**src/byteProc_settings.svh**
```systemverilog
`ifndef BYTEPROC_SETTINGS_SVH
`define BYTEPROC_SETTINGS_SVH

`define DATA_WIDTH      8           // One data byte
`define PROG_DEPTH      128         // Program bytes
`define ANS_DEPTH       128         // Answer bytes
`define MEM_ADDR_WIDTH  7           // Index into either memory
`define APB_ADDR_WIDTH  10

`define ADDR_PROG_BASE  10'h000     // Program bytes, read/write
`define ADDR_ANS_BASE   10'h080     // Answer bytes, read only
`define ADDR_CTRL       10'h100     // Wr bit0 start, rd {fault, done, running}
`define ADDR_COUNT      10'h101     // Answer bytes stored this run

`define OP_HALT  8'h00
`define OP_INC   8'h01
`define OP_DEC   8'h02
`define OP_NOT   8'h03
`define OP_JMP   8'h04
`define OP_ADD   8'h10
`define OP_SUB   8'h20
`define OP_MUL   8'h30
`define OP_DIV   8'h40
`define OP_MOD   8'h50
`define OP_AND   8'h60
`define OP_OR    8'h70
`define OP_XOR   8'h80
`define OP_NAND  8'h90
`define OP_NOR   8'hA0
`define OP_XNOR  8'hB0

`endif

```
**src/byteProcPkg.sv**
```systemverilog
package byteProcPkg;

    // Same instruction byte, read as unary/jump or as binary code
    typedef union packed {
        struct packed {
            logic [3:0] hi;         // Zero for unary and jump
            logic [3:0] sel;        // 1 inc, 2 dec, 3 not, 4 jump
        } unary;
        struct packed {
            logic [3:0] sel;        // 1 add up to B xnor
            logic [3:0] lo;         // Zero for binary
        } binary;
    } opcodeT;

    typedef enum logic [3:0] {
        ADD, SUB, MUL, DIV, MOD,
        AND, OR, XOR, NAND, NOR, XNOR,
        NOTA,                       // Invert A only
        PASSB                       // Jump offset goes out as result
    } aluOpT;

    typedef enum logic [3:0] {
        IDLE,
        FETCH_ADDR, FETCH_DATA,     // Opcode byte
        OPA_ADDR, OPA_DATA,         // First operand
        OPB_ADDR, OPB_DATA,         // Second operand or jump offset
        LOAD_ONE,                   // B gets 1 for inc and dec
        EXEC,
        STORE_OP, STORE_RES
    } seqStateT;

endpackage

```
**src/hostPort.sv**
```systemverilog
`timescale 1ns/10ps
`include "byteProc_settings.svh"

module hostPort (
    input  logic                        clock,
    input  logic                        reset,
    input  logic                        psel,
    input  logic                        penable,
    input  logic                        pwrite,
    input  logic [`APB_ADDR_WIDTH-1:0]  paddr,
    input  logic [`DATA_WIDTH-1:0]      pwdata,
    output logic [`DATA_WIDTH-1:0]      prdata,
    output logic                        pready,
    output logic                        pslverr,
    input  logic [`MEM_ADDR_WIDTH-1:0]  progAddr,   // Core fetch address
    output logic [`DATA_WIDTH-1:0]      progData,   // One cycle after progAddr
    output logic                        start,      // One-cycle run request
    input  logic                        halt,
    input  logic                        fault,      // Valid with halt
    output logic [`MEM_ADDR_WIDTH-1:0]  ansAddr,
    input  logic [`DATA_WIDTH-1:0]      ansData,
    input  logic [`MEM_ADDR_WIDTH:0]    ansCount,
    output logic                        done
);
    logic [`DATA_WIDTH-1:0] progMem [`PROG_DEPTH];
    logic [`DATA_WIDTH-1:0] hostProgData;           // APB side read of program
    logic access, inProg, inAns, isCtrl, isCount;
    logic memRead, readWait, accessErr;
    logic running, faultBit;

    assign access  = psel && penable;
    assign inProg  = (paddr >> `MEM_ADDR_WIDTH) == (`ADDR_PROG_BASE >> `MEM_ADDR_WIDTH);
    assign inAns   = (paddr >> `MEM_ADDR_WIDTH) == (`ADDR_ANS_BASE >> `MEM_ADDR_WIDTH);
    assign isCtrl  = (paddr == `ADDR_CTRL);
    assign isCount = (paddr == `ADDR_COUNT);
    assign ansAddr = paddr[`MEM_ADDR_WIDTH-1:0];    // Same low bits for both memories

    // Memory reads are registered, so they need one wait state
    assign memRead = access && !pwrite && (inProg || inAns);
    assign pready  = access && (!memRead || readWait);

    always_comb begin
        accessErr = 1'b0;
        if (!(inProg || inAns || isCtrl || isCount))
            accessErr = 1'b1;                       // Unmapped
        else if (pwrite && inProg && running)
            accessErr = 1'b1;                       // Program locked during a run
        else if (pwrite && inAns)
            accessErr = 1'b1;                       // Answers are read only
        else if (pwrite && isCtrl && pwdata[0] && running)
            accessErr = 1'b1;                       // Already running
    end

    assign pslverr = pready && accessErr;
    assign start   = access && pwrite && isCtrl && pwdata[0] && !running;

    always_comb begin
        if (inProg)
            prdata = hostProgData;
        else if (inAns)
            prdata = ansData;
        else if (isCtrl)
            prdata = {{(`DATA_WIDTH-3){1'b0}}, faultBit, done, running};
        else if (isCount)
            prdata = ansCount;
        else
            prdata = '0;
    end

    always_ff @(posedge clock or negedge reset) begin
        if (!reset) begin
            readWait <= 1'b0;
        end else begin
            readWait <= memRead && !readWait;       // High for the second cycle only
        end
    end

    always_ff @(posedge clock) begin
        if (access && pwrite && inProg && !running)
            progMem[paddr[`MEM_ADDR_WIDTH-1:0]] <= pwdata;
        hostProgData <= progMem[paddr[`MEM_ADDR_WIDTH-1:0]];
        progData     <= progMem[progAddr];          // Core port
    end

    // Run status, done holds from halt until the next start
    always_ff @(posedge clock or negedge reset) begin
        if (!reset) begin
            running  <= 1'b0;
            done     <= 1'b0;
            faultBit <= 1'b0;
        end else if (start) begin
            running  <= 1'b1;
            done     <= 1'b0;
            faultBit <= 1'b0;
        end else if (halt) begin
            running  <= 1'b0;
            done     <= 1'b1;
            faultBit <= fault;
        end
    end

endmodule

```
**src/instrDecoder.sv**
```systemverilog
`timescale 1ns/10ps
`include "byteProc_settings.svh"

module instrDecoder (
    input  logic                        clock,
    input  logic                        reset,
    input  logic                        start,
    input  logic [`DATA_WIDTH-1:0]      progData,
    output logic [`MEM_ADDR_WIDTH-1:0]  progAddr,
    output logic                        loadA,
    output logic                        loadB,
    output logic                        loadOne,
    output logic                        execute,
    output byteProcPkg::aluOpT          aluOp,      // Valid with execute
    output logic                        storeOp,
    output logic                        storeResult,
    output logic [`DATA_WIDTH-1:0]      opcode,
    output logic                        halt,       // One-cycle end of run
    output logic                        fault
);
    byteProcPkg::seqStateT state, nextState;
    byteProcPkg::opcodeT   decodeSrc;
    logic [`MEM_ADDR_WIDTH-1:0] pc;
    logic [`DATA_WIDTH-1:0]     ir;
    logic unaryForm, binaryForm;
    logic isHalt, isIncDec, isNot, isJump, isBinary, isUnknown;

    // Decode the fresh byte while fetching, IR afterwards
    assign decodeSrc = (state == byteProcPkg::FETCH_DATA) ? progData : ir;

    assign unaryForm  = (decodeSrc.unary.hi == 4'h0);
    assign binaryForm = (decodeSrc.binary.lo == 4'h0) && (decodeSrc.binary.sel != 4'h0);

    always_comb begin
        isHalt    = (decodeSrc == `OP_HALT);
        isIncDec  = unaryForm && (decodeSrc.unary.sel inside {4'h1, 4'h2});
        isNot     = unaryForm && (decodeSrc.unary.sel == 4'h3);
        isJump    = unaryForm && (decodeSrc.unary.sel == 4'h4);
        isBinary  = binaryForm && (decodeSrc.binary.sel <= 4'hB);
        isUnknown = !(isHalt || isIncDec || isNot || isJump || isBinary);
    end

    always_comb begin
        case (ir)
            `OP_ADD, `OP_INC: aluOp = byteProcPkg::ADD;
            `OP_SUB, `OP_DEC: aluOp = byteProcPkg::SUB;
            `OP_MUL:          aluOp = byteProcPkg::MUL;
            `OP_DIV:          aluOp = byteProcPkg::DIV;
            `OP_MOD:          aluOp = byteProcPkg::MOD;
            `OP_AND:          aluOp = byteProcPkg::AND;
            `OP_OR:           aluOp = byteProcPkg::OR;
            `OP_XOR:          aluOp = byteProcPkg::XOR;
            `OP_NAND:         aluOp = byteProcPkg::NAND;
            `OP_NOR:          aluOp = byteProcPkg::NOR;
            `OP_XNOR:         aluOp = byteProcPkg::XNOR;
            `OP_NOT:          aluOp = byteProcPkg::NOTA;
            default:          aluOp = byteProcPkg::PASSB;   // Jump
        endcase
    end

    always_comb begin
        nextState = state;
        case (state)
            byteProcPkg::IDLE:       if (start) nextState = byteProcPkg::FETCH_ADDR;
            byteProcPkg::FETCH_ADDR: nextState = byteProcPkg::FETCH_DATA;
            byteProcPkg::FETCH_DATA: begin
                if (isHalt || isUnknown)
                    nextState = byteProcPkg::IDLE;
                else if (isJump)
                    nextState = byteProcPkg::OPB_ADDR;  // Offset only
                else
                    nextState = byteProcPkg::OPA_ADDR;
            end
            byteProcPkg::OPA_ADDR:   nextState = byteProcPkg::OPA_DATA;
            byteProcPkg::OPA_DATA: begin
                if (isBinary)
                    nextState = byteProcPkg::OPB_ADDR;
                else if (isIncDec)
                    nextState = byteProcPkg::LOAD_ONE;
                else
                    nextState = byteProcPkg::EXEC;      // Not-A
            end
            byteProcPkg::OPB_ADDR:   nextState = byteProcPkg::OPB_DATA;
            byteProcPkg::OPB_DATA:   nextState = byteProcPkg::EXEC;
            byteProcPkg::LOAD_ONE:   nextState = byteProcPkg::EXEC;
            byteProcPkg::EXEC:       nextState = byteProcPkg::STORE_OP;
            byteProcPkg::STORE_OP:   nextState = byteProcPkg::STORE_RES;
            byteProcPkg::STORE_RES:  nextState = byteProcPkg::FETCH_ADDR;
            default:                 nextState = byteProcPkg::IDLE;
        endcase
    end

    always_ff @(posedge clock or negedge reset) begin
        if (!reset) begin
            state <= byteProcPkg::IDLE;
            pc    <= '0;
            ir    <= '0;
        end else begin
            state <= nextState;
            case (state)
                byteProcPkg::IDLE: if (start) pc <= '0;
                byteProcPkg::FETCH_DATA: begin
                    ir <= progData;
                    pc <= pc + 1'b1;
                end
                byteProcPkg::OPA_DATA,
                byteProcPkg::OPB_DATA: pc <= pc + 1'b1;
                byteProcPkg::EXEC: begin
                    // progAddr stayed on the offset byte, so progData still holds it
                    if (isJump) pc <= pc + progData[`MEM_ADDR_WIDTH-1:0];
                end
                default: ;
            endcase
        end
    end

    assign progAddr    = pc;                        // Wraps modulo 128
    assign opcode      = ir;
    assign loadA       = (state == byteProcPkg::OPA_DATA);
    assign loadB       = (state == byteProcPkg::OPB_DATA);
    assign loadOne     = (state == byteProcPkg::LOAD_ONE);
    assign execute     = (state == byteProcPkg::EXEC);
    assign storeOp     = (state == byteProcPkg::STORE_OP);
    assign storeResult = (state == byteProcPkg::STORE_RES);
    assign halt        = (state == byteProcPkg::FETCH_DATA) && (isHalt || isUnknown);
    assign fault       = (state == byteProcPkg::FETCH_DATA) && isUnknown;

endmodule

```
**src/executeUnit.sv**
```systemverilog
`timescale 1ns/10ps
`include "byteProc_settings.svh"

module executeUnit (
    input  logic                    clock,
    input  logic                    reset,
    input  logic [`DATA_WIDTH-1:0]  operand,    // Program byte from hostPort
    input  logic                    loadA,
    input  logic                    loadB,
    input  logic                    loadOne,
    input  logic                    execute,
    input  byteProcPkg::aluOpT      aluOp,
    output logic [`DATA_WIDTH-1:0]  result
);
    logic [`DATA_WIDTH-1:0]   regA, regB;
    logic [`DATA_WIDTH-1:0]   aluOut;
    logic [2*`DATA_WIDTH-1:0] product;
    logic                     divByZero;

    always_ff @(posedge clock or negedge reset) begin
        if (!reset) begin
            regA <= '0;
            regB <= '0;
        end else begin
            if (loadA)
                regA <= operand;
            if (loadB)
                regB <= operand;
            else if (loadOne)
                regB <= {{(`DATA_WIDTH-1){1'b0}}, 1'b1};    // Step for inc and dec
        end
    end

    assign product   = regA * regB;                 // Full width, low byte kept
    assign divByZero = (regB == '0);

    always_comb begin
        case (aluOp)
            byteProcPkg::ADD:   aluOut = regA + regB;
            byteProcPkg::SUB:   aluOut = regA - regB;
            byteProcPkg::MUL:   aluOut = product[`DATA_WIDTH-1:0];
            byteProcPkg::DIV:   aluOut = divByZero ? '1 : regA / regB;
            byteProcPkg::MOD:   aluOut = divByZero ? '1 : regA % regB;
            byteProcPkg::AND:   aluOut = regA & regB;
            byteProcPkg::OR:    aluOut = regA | regB;
            byteProcPkg::XOR:   aluOut = regA ^ regB;
            byteProcPkg::NAND:  aluOut = ~(regA & regB);
            byteProcPkg::NOR:   aluOut = ~(regA | regB);
            byteProcPkg::XNOR:  aluOut = ~(regA ^ regB);
            byteProcPkg::NOTA:  aluOut = ~regA;
            default:            aluOut = regB;      // Pass B
        endcase
    end

    always_ff @(posedge clock or negedge reset) begin
        if (!reset)
            result <= '0;
        else if (execute)
            result <= aluOut;
    end

endmodule

```
**src/resultWriter.sv**
```systemverilog
`timescale 1ns/10ps
`include "byteProc_settings.svh"

module resultWriter (
    input  logic                        clock,
    input  logic                        reset,
    input  logic                        start,      // Clears pointer and count
    input  logic                        storeOp,
    input  logic                        storeResult,
    input  logic [`DATA_WIDTH-1:0]      opcode,
    input  logic [`DATA_WIDTH-1:0]      result,
    input  logic [`MEM_ADDR_WIDTH-1:0]  ansAddr,
    output logic [`DATA_WIDTH-1:0]      ansData,
    output logic [`MEM_ADDR_WIDTH:0]    ansCount    // Saturates at ANS_DEPTH
);
    logic [`DATA_WIDTH-1:0]     ansMem [`ANS_DEPTH];
    logic [`MEM_ADDR_WIDTH-1:0] ansPtr;
    logic                       store;
    logic [`DATA_WIDTH-1:0]     storeData;

    assign store     = storeOp || storeResult;
    assign storeData = storeOp ? opcode : result;   // Opcode first, then result

    always_ff @(posedge clock) begin
        if (store)
            ansMem[ansPtr] <= storeData;
        ansData <= ansMem[ansAddr];                 // Registered host read
    end

    always_ff @(posedge clock or negedge reset) begin
        if (!reset) begin
            ansPtr   <= '0;
            ansCount <= '0;
        end else if (start) begin
            ansPtr   <= '0;
            ansCount <= '0;
        end else if (store) begin
            ansPtr <= ansPtr + 1'b1;                // Wraps modulo 128
            if (ansCount != `ANS_DEPTH)
                ansCount <= ansCount + 1'b1;
        end
    end

endmodule

```
**src/byteProc.sv**
```systemverilog
`timescale 1ns/10ps
`include "byteProc_settings.svh"

module byteProc (
    input  logic                        clock,
    input  logic                        reset,
    input  logic                        psel,
    input  logic                        penable,
    input  logic                        pwrite,
    input  logic [`APB_ADDR_WIDTH-1:0]  paddr,
    input  logic [`DATA_WIDTH-1:0]      pwdata,
    output logic [`DATA_WIDTH-1:0]      prdata,
    output logic                        pready,
    output logic                        pslverr,
    output logic                        done
);
    logic [`MEM_ADDR_WIDTH-1:0] progAddr, ansAddr;
    logic [`DATA_WIDTH-1:0]     progData, ansData, opcode, result;
    logic [`MEM_ADDR_WIDTH:0]   ansCount;
    logic                       start, halt, fault;
    logic                       loadA, loadB, loadOne, execute;
    logic                       storeOp, storeResult;
    byteProcPkg::aluOpT         aluOp;

    hostPort uHost (
        .clock(clock), .reset(reset),
        .psel(psel), .penable(penable), .pwrite(pwrite),
        .paddr(paddr), .pwdata(pwdata),
        .prdata(prdata), .pready(pready), .pslverr(pslverr),
        .progAddr(progAddr), .progData(progData),
        .start(start), .halt(halt), .fault(fault),
        .ansAddr(ansAddr), .ansData(ansData), .ansCount(ansCount),
        .done(done)
    );

    instrDecoder uDecoder (
        .clock(clock), .reset(reset),
        .start(start), .progData(progData), .progAddr(progAddr),
        .loadA(loadA), .loadB(loadB), .loadOne(loadOne),
        .execute(execute), .aluOp(aluOp),
        .storeOp(storeOp), .storeResult(storeResult), .opcode(opcode),
        .halt(halt), .fault(fault)
    );

    executeUnit uExecute (
        .clock(clock), .reset(reset),
        .operand(progData),                         // Operands come straight from program
        .loadA(loadA), .loadB(loadB), .loadOne(loadOne),
        .execute(execute), .aluOp(aluOp),
        .result(result)
    );

    resultWriter uWriter (
        .clock(clock), .reset(reset),
        .start(start), .storeOp(storeOp), .storeResult(storeResult),
        .opcode(opcode), .result(result),
        .ansAddr(ansAddr), .ansData(ansData), .ansCount(ansCount)
    );

endmodule

```
**config.mk**
```make
export PLATFORM = sky130hd
export DESIGN_NAME = byteProc
export DESIGN_NICKNAME = d
export VERILOG_FILES = /design/src/byteProcPkg.sv /design/src/hostPort.sv /design/src/instrDecoder.sv /design/src/executeUnit.sv /design/src/resultWriter.sv /design/src/byteProc.sv
export VERILOG_INCLUDE_DIRS = /design/src
export SDC_FILE = /design/constraint.sdc
export NUM_CORES = 2
export LEC_CHECK = 0
export BUFFER_PORTS_ARGS = -buffer_cell sky130_fd_sc_hd__clkbuf_2
export CORE_UTILIZATION = 60
export DETAILED_ROUTE_END_ITERATION = 8
export PLACE_DENSITY = 0.8
export SLEW_MARGIN = 15
export SYNTH_ARGS = -nofsm -noshare
export SYNTH_HDL_FRONTEND = slang
export SYNTH_SLANG_ARGS = --single-unit
```
**constraint.sdc**
```tcl
create_clock -name clock -period 14.1 [get_ports clock]
set_input_delay 2.115 -clock clock [delete_from_list [all_inputs] [get_ports clock]]
set_output_delay 2.115 -clock clock [all_outputs]
set_load 0.005 [all_outputs]
```
Yosys cells after proc, flatten, opt, wreduce, memory -nomap -nowiden
Memories as Yosys holds them, arrays and structs flattened. A register that Yosys moved wholly into a read port is not among the register bits.
Index checks and enable logic that the tools add are counted.
{"block": "totals", "latchBits": 0, "n_memories": 2, "output_inout_bits": 11, "ramBits": 2048, "rom_bits": 0, "input_bits": 23, "ff_bits": 62, "wordCells": 176}
{"block": "op_classes", "n_reduce_logical": 60, "add_sub_neg": 6, "n_mux": 40, "multipliers": 1, "n_eq_ne": 45, "div_mod_pow": 2, "shift": 0, "n_lt_le_gt_ge": 1, "bitwise": 7}
{"name": "uHost.progMem", "depth": 128, "width": 8, "read_ports": 2, "rd_clocked_by_memory_dff": 2, "write_ports": 1, "line": "hostPort.sv:25", "text": "logic [`DATA_WIDTH-1:0] progMem [`PROG_DEPTH];"}
{"name": "uWriter.ansMem", "depth": 128, "width": 8, "read_ports": 1, "rd_clocked_by_memory_dff": 1, "write_ports": 1, "line": "resultWriter.sv:16", "text": "logic [`DATA_WIDTH-1:0] ansMem [`ANS_DEPTH];"}
{"operator": "$mux 8", "n": 13}
{"operator": "$pmux 8 s12", "n": 1}
{"operator": "$pmux 4 s12", "n": 1}
{"operator": "$pmux 4 s10", "n": 1}
{"operator": "$eq 4x3->1 const B", "n": 9}
{"operator": "$eq 8x7->1 const B", "n": 4}
{"operator": "$eq 8x8->1 const B", "n": 4}
{"operator": "$not 8->8", "n": 4}
{"operator": "$eq 4x4->1 const B", "n": 7}
{"operator": "$mux 7", "n": 4}
{"operator": "$logic_and 1x1->1", "n": 25}
{"operator": "$eq 4x2->1 const B", "n": 6}
{"operator": "$pmux 7 s3", "n": 1}
{"operator": "$eq 10x9->1 const B", "n": 2}
{"operator": "$eq 8x2->1 const B", "n": 2}
{"operator": "$eq 8x6->1 const B", "n": 2}
{"operator": "$logic_not 4->1", "n": 4}
{"operator": "$logic_not 8->1", "n": 2}
{"operator": "$mux 4", "n": 4}
{"operator": "$add 7x1->7 const B", "n": 2}
{"operator": "$mux 1", "n": 14}
{"operator": "$eq 4x1->1 const B", "n": 3}
{"operator": "$logic_not 10->1", "n": 1}
{"operator": "$logic_or 1x1->1", "n": 10}
{"operator": "26 further kinds", "n": 36}

Logic depth before layout (Yosys ltp)
{"block": "depth", "word_depth": 14, "depth_mapped": 51}

Cells and area by module
Synthesis repeated with hierarchy kept, for this count alone.
{"block": "hier_totals", "hier_cells": 4723, "area_unflattened_um2": 95494.1}
{"module": "hostPort", "area_each_um2": 48248.8, "cells_each": 2123, "instances": 1, "seq_area_each_um2": 31169.9}
{"module": "resultWriter", "area_each_um2": 40536.4, "cells_each": 1724, "instances": 1, "seq_area_each_um2": 31285.0}
{"module": "executeUnit", "area_each_um2": 5109.9, "cells_each": 675, "instances": 1, "seq_area_each_um2": 600.6}
{"module": "instrDecoder", "area_each_um2": 1599.0, "cells_each": 201, "instances": 1, "seq_area_each_um2": 475.5}

Least setup slack after synthesis
Ideal clock, no wire load.
{"block": "synth_path", "kind": "register to register", "start": "register uExecute.regB[6]", "end": "register uExecute.result[7]", "required_ns": 13.972, "setup_slack_ns": 2.543, "n_path_buf": 5, "arrival_time_ns": 11.429, "stages_incl_launch_ff": 52, "cell_sequence": "dfrtp_1 -> buf_2 -> nor4_1 -> clkbuf_1 -> nand3_1 -> nor2b_1 -> ha_1 -> o21a_1 -> o211ai_1 -> mux2_2 -> ha_1 -> o211ai_1 -> a211oi_1 -> nor3_1 -> or2_2 -> ha_1 -> o211ai_1 -> a21boi_0 -> [16 not listed] -> ha_1 -> a21o_1 -> a21oi_1 -> a2bb2oi_1 -> clkbuf_1 -> a211oi_1 -> a31oi_1 -> o31ai_1 -> ha_1 -> o21ai_0 -> o21ai_0 -> o21ai_0 -> a32oi_1 -> clkbuf_1 -> o211ai_1 -> o311a_1 -> nor4_1 -> a21oi_1"}
{"block": "synth_via", "elab_chain_cells": 3}
{"element": "start: declaration", "line": "executeUnit.sv:15", "text": "logic [`DATA_WIDTH-1:0] regA, regB;"}
{"element": "start signal: assignment", "line": "executeUnit.sv:28", "text": "regB <= operand;"}
{"element": "start signal: assignment", "line": "executeUnit.sv:30", "text": "regB <= {{(`DATA_WIDTH-1){1'b0}}, 1'b1};"}
{"element": "$mod 8x8->8, or another cell as far along", "line": "executeUnit.sv:43", "text": "byteProcPkg::MOD: aluOut = divByZero ? '1 : regA % regB;"}
{"element": "$mux 8 (on tied branches)", "line": "executeUnit.sv:43, executeUnit.sv:42"}
{"element": "$pmux 8 s12 *", "line": "executeUnit.sv:38", "text": "case (aluOp)"}
{"element": "end signal: assignment", "line": "executeUnit.sv:59", "text": "result <= aluOut;"}
{"element": "end: declaration", "line": "executeUnit.sv:13", "text": "output logic [`DATA_WIDTH-1:0] result"}
Mark *: on every way between the ends. The rest lies on a longest branch, timed or not.
A chain may end at the register's enable or synchronous reset.

Final worst setup path
{"block": "layout_path", "start": "register uExecute.regB[7]", "end": "register uExecute.result[6]"}
Same word-level chain as after synthesis.

==> impl_metrics.json <==
{
  "status": "completed",
  "first_pass_iters": 8,
  "seq_area_frac_synth_pct": 66.70,
  "wl_met3_um": 29930,
  "cp-start-kind": "register",
  "crit_path_max_fanout": 14,
  "gp_congestion": 0.9024,
  "grt_pass1_vias": 52540,
  "crit_top_cell": "ha_1",
  "portBuffers": 33,
  "timing.slew.headroom_pct": 13.53,
  "std_cell_rows": 145,
  "ctsHoldBuffers": 0,
  "holdCritPathClass": "register to register",
  "tightest_slew_ns": 1.292,
  "synth_area_leaders": "edfxtp_1 65%, mux4_2 24%, dfrtp_1 1.6%, nor2_1 1.4%, ha_1 1.2%",
  "cap_violations": 0,
  "worst_slack_ns": 0.9055,
  "reg2reg_depth": 50,
  "reg2reg_slack_ns": 0.91,
  "reg2reg_to": "uExecute.result[6]",
  "die_h_um": 400.4,
  "pin_count": 34,
  "post-synth-top-count-cell": "edfxtp_1",
  "cts_buffers": 206,
  "tns_ns": 0,
  "crit_type": "register to register",
  "layout.nets": 4854,
  "cts_root_buf": "clkbuf_16",
  "cp-endpoint": "uExecute.result[6]",
  "avgSynthCellArea_sq_um": 20.21,
  "hold_viol_final": 0,
  "synthFlopType": "edfxtp_1",
  "drc": 0,
  "critPathMaxStageDelay_ns": 0.56,
  "ys_async_sr_fraction_pct": 2.905,
  "grt_antenna_before_repair": 9,
  "yosys-top-cells-count": "2048 x edfxtp_1, 1001 x mux4_2, 362 x nor2_1",
  "htree_levels": 4,
  "drive_gt1_share_pct": 30.40,
  "syn-cell-area_sq_um": 95250,
  "dp_hpwl_um": 147200,
  "clk_path_buf_depth": 3,
  "finalWorstPathRequiredPeriod_ns": 13.19,
  "yosysTopAreaCell": "edfxtp_1",
  "synth_cells": 4713,
  "dpl_cell_area_sq_um": 97540,
  "yosys_warnings": 0,
  "drt_wl_total_um": 255400,
  "clock_skew_ns": 0.05792,
  "dr_total_vias": 51620,
  "final_core_util_pct": 66.55,
  "crit_start": "uExecute.regB[7]",
  "wl_met2_um": 125100,
  "preCtsSetupSlack_ns": 0.9611,
  "fmax_ghz": 0.07579,
  "ant_nets": 0,
  "fillers": 9291,
  "period_share_pct": 93.58,
  "drt-met1-wl_um": 87730,
  "viasPerCell": 7.416,
  "ys_types": 79,
  "synth_nets": 4842,
  "worstReg2RegStart": "uExecute.regB[7]",
  "die_area_sq_um": 160400,
  "core_sq_um": 156900,
  "crit_arrival_ns": 13.97,
  "finalSetupViolations": 0,
  "grt_pass1_wl_um": 370000,
  "worstSetupEndpointType": "register",
  "synth_top_area_share_pct": 64.56,
  "drt_iter0_drc": 7804,
  "fin_area_sq_um": 104400,
  "wl_per_cell_um": 36.70,
  "synth_edf_count": 2048,
  "clk_latency_ns": 0.87,
  "initial_utilization_pct": 60.70,
  "clk_pin_slew_ns": 0.07,
  "report.final.slew_viol_count": 0,
  "cts_tree": "yes",
  "grt-ovfl-total": 0,
  "grt_max_degree": 147,
  "ys_seq_elements": 2134,
  "cp_slowest_cell": "a2111o_1",
  "die_w_um": 400.4,
  "critical_path_required_ns": 14.88,
  "grt_usage_pct": 32.21,
  "rsz0062_at_grt": "false",
  "syn2layout_area_growth_pct": 9.647,
  "clock_sinks": 2134,
  "top_layer": "met5"
}
[flip-flops by register name, summed over array words and instances, names as in the netlist]
signal              count
uHost.running           1
uDecoder.progAddr       7
uHost.faultBit          1
uDecoder.opcode         8
uDecoder.state          4
uHost.progMem        1024
uWriter.ansCount        8
uExecute.regB           8
uWriter.ansPtr          7
uHost.readWait          1
uHost.done              1
uExecute.regA           8
uWriter.ansData         8
uHost.progData          8
uExecute.result         8
uWriter.ansMem       1024
uHost.hostProgData      8
[cell type report]
type                            count  area [sq um]  area share, %
Antenna cell                        1         2.502       0.002396
Clock buffer                      253          5361          5.133
Clock inverter                    131          1518          1.453
Inverter                           70         262.8         0.2516
Multi-Input combinational cell   2199         30240          28.96
Sequential cell                  2134         63550          60.84
Tap cell                         2058          2575          2.465
Timing Repair Buffer              114         934.6         0.8949
[through the flow]
| step | cells | hold slack, ns |
|---|---|---|
| final | 6960 | 0.4292 |
| after global routing | 6959 | 0.4601 |
| after CTS | 6959 | 0.4244 |
| after detailed placement | 6575 | 0.4125 |
| after global placement | 6575 | 0.4087 |
| after floorplan | 4713 | 0.3968 |
[metal layers]
metal | vias up | GRT usage (%)
met5 | - | 0
met4 | 10 | 13.60
met3 | 781 | 7.493
met2 | 4143 | 51.82
met1 | 26770 | 42.86
li1 | 19910 | -
[cell families (layout without fill, tap and decap cells)]
group / Yosys count / count (layout) / synth area share [%]
other cells: 0 / 1 / 0
flops: 2134 / 2134 / 66.70
fa+ha+maj: 106 / 106 / 1.511
buf+inv: 380 / 568 / 1.634
simple gates: 694 / 694 / 3.293
compound gates: 265 / 265 / 1.790
mux: 1073 / 1073 / 24.49
xor+xnor: 61 / 61 / 0.5898
[placed cells by master, fill, tap and decap left out, types with 15 or more instances in the layout]
master	n
xor2_1	23
clkbuf_16	206
nand4_1	15
ha_1	91
nand3_1	36
nand2b_1	21
mux4_2	1001
clkinv_2	33
edfxtp_1	2048
fa_1	15
bufinv_16	24
inv_1	68
nor2_1	357
dfrtp_1	58
o211ai_1	17
dfxtp_1	24
clkbuf_1	44
a21oi_1	59
xnor2_1	36
nor3_1	34
mux2i_1	28
mux2_2	35
o21ai_0	73
clkbuf_2	19
nand2_1	123
buf_4	83
nor2b_1	16
clkinv_1	44
[how the worst min path moves through the flow]
stage,cells after the start,start,to
floorplan,1,uHost.readWait,uHost.readWait
global placement,1,uHost.readWait,uHost.readWait
detailed placement,1,uHost.readWait,uHost.readWait
CTS,1,uHost.readWait,uHost.readWait
global route,1,uHost.readWait,uHost.readWait
finish,1,uHost.readWait,uHost.readWait
[timing repair]
action | CTS | global route
hold endpoints to repair | 0 | 0
endpoints found under the setup margin | 0 | 2
gates resized for setup | 0 | 1
buffers inserted | 0 | 0
[critical path, delay by kind of cell (launching register included)]
family | cells | cell delay [ns]
mux | 2 | 0.78
flops | 1 | 0.36
buf+inv | 5 | 1.00
fa+ha+maj | 7 | 2.39
simple gates | 9 | 2.31
compound gates | 27 | 6.24
Power is left out: the tool's default activity adds up to more than one toggle a clock period on the data nets, which glitch-free logic cannot reach.
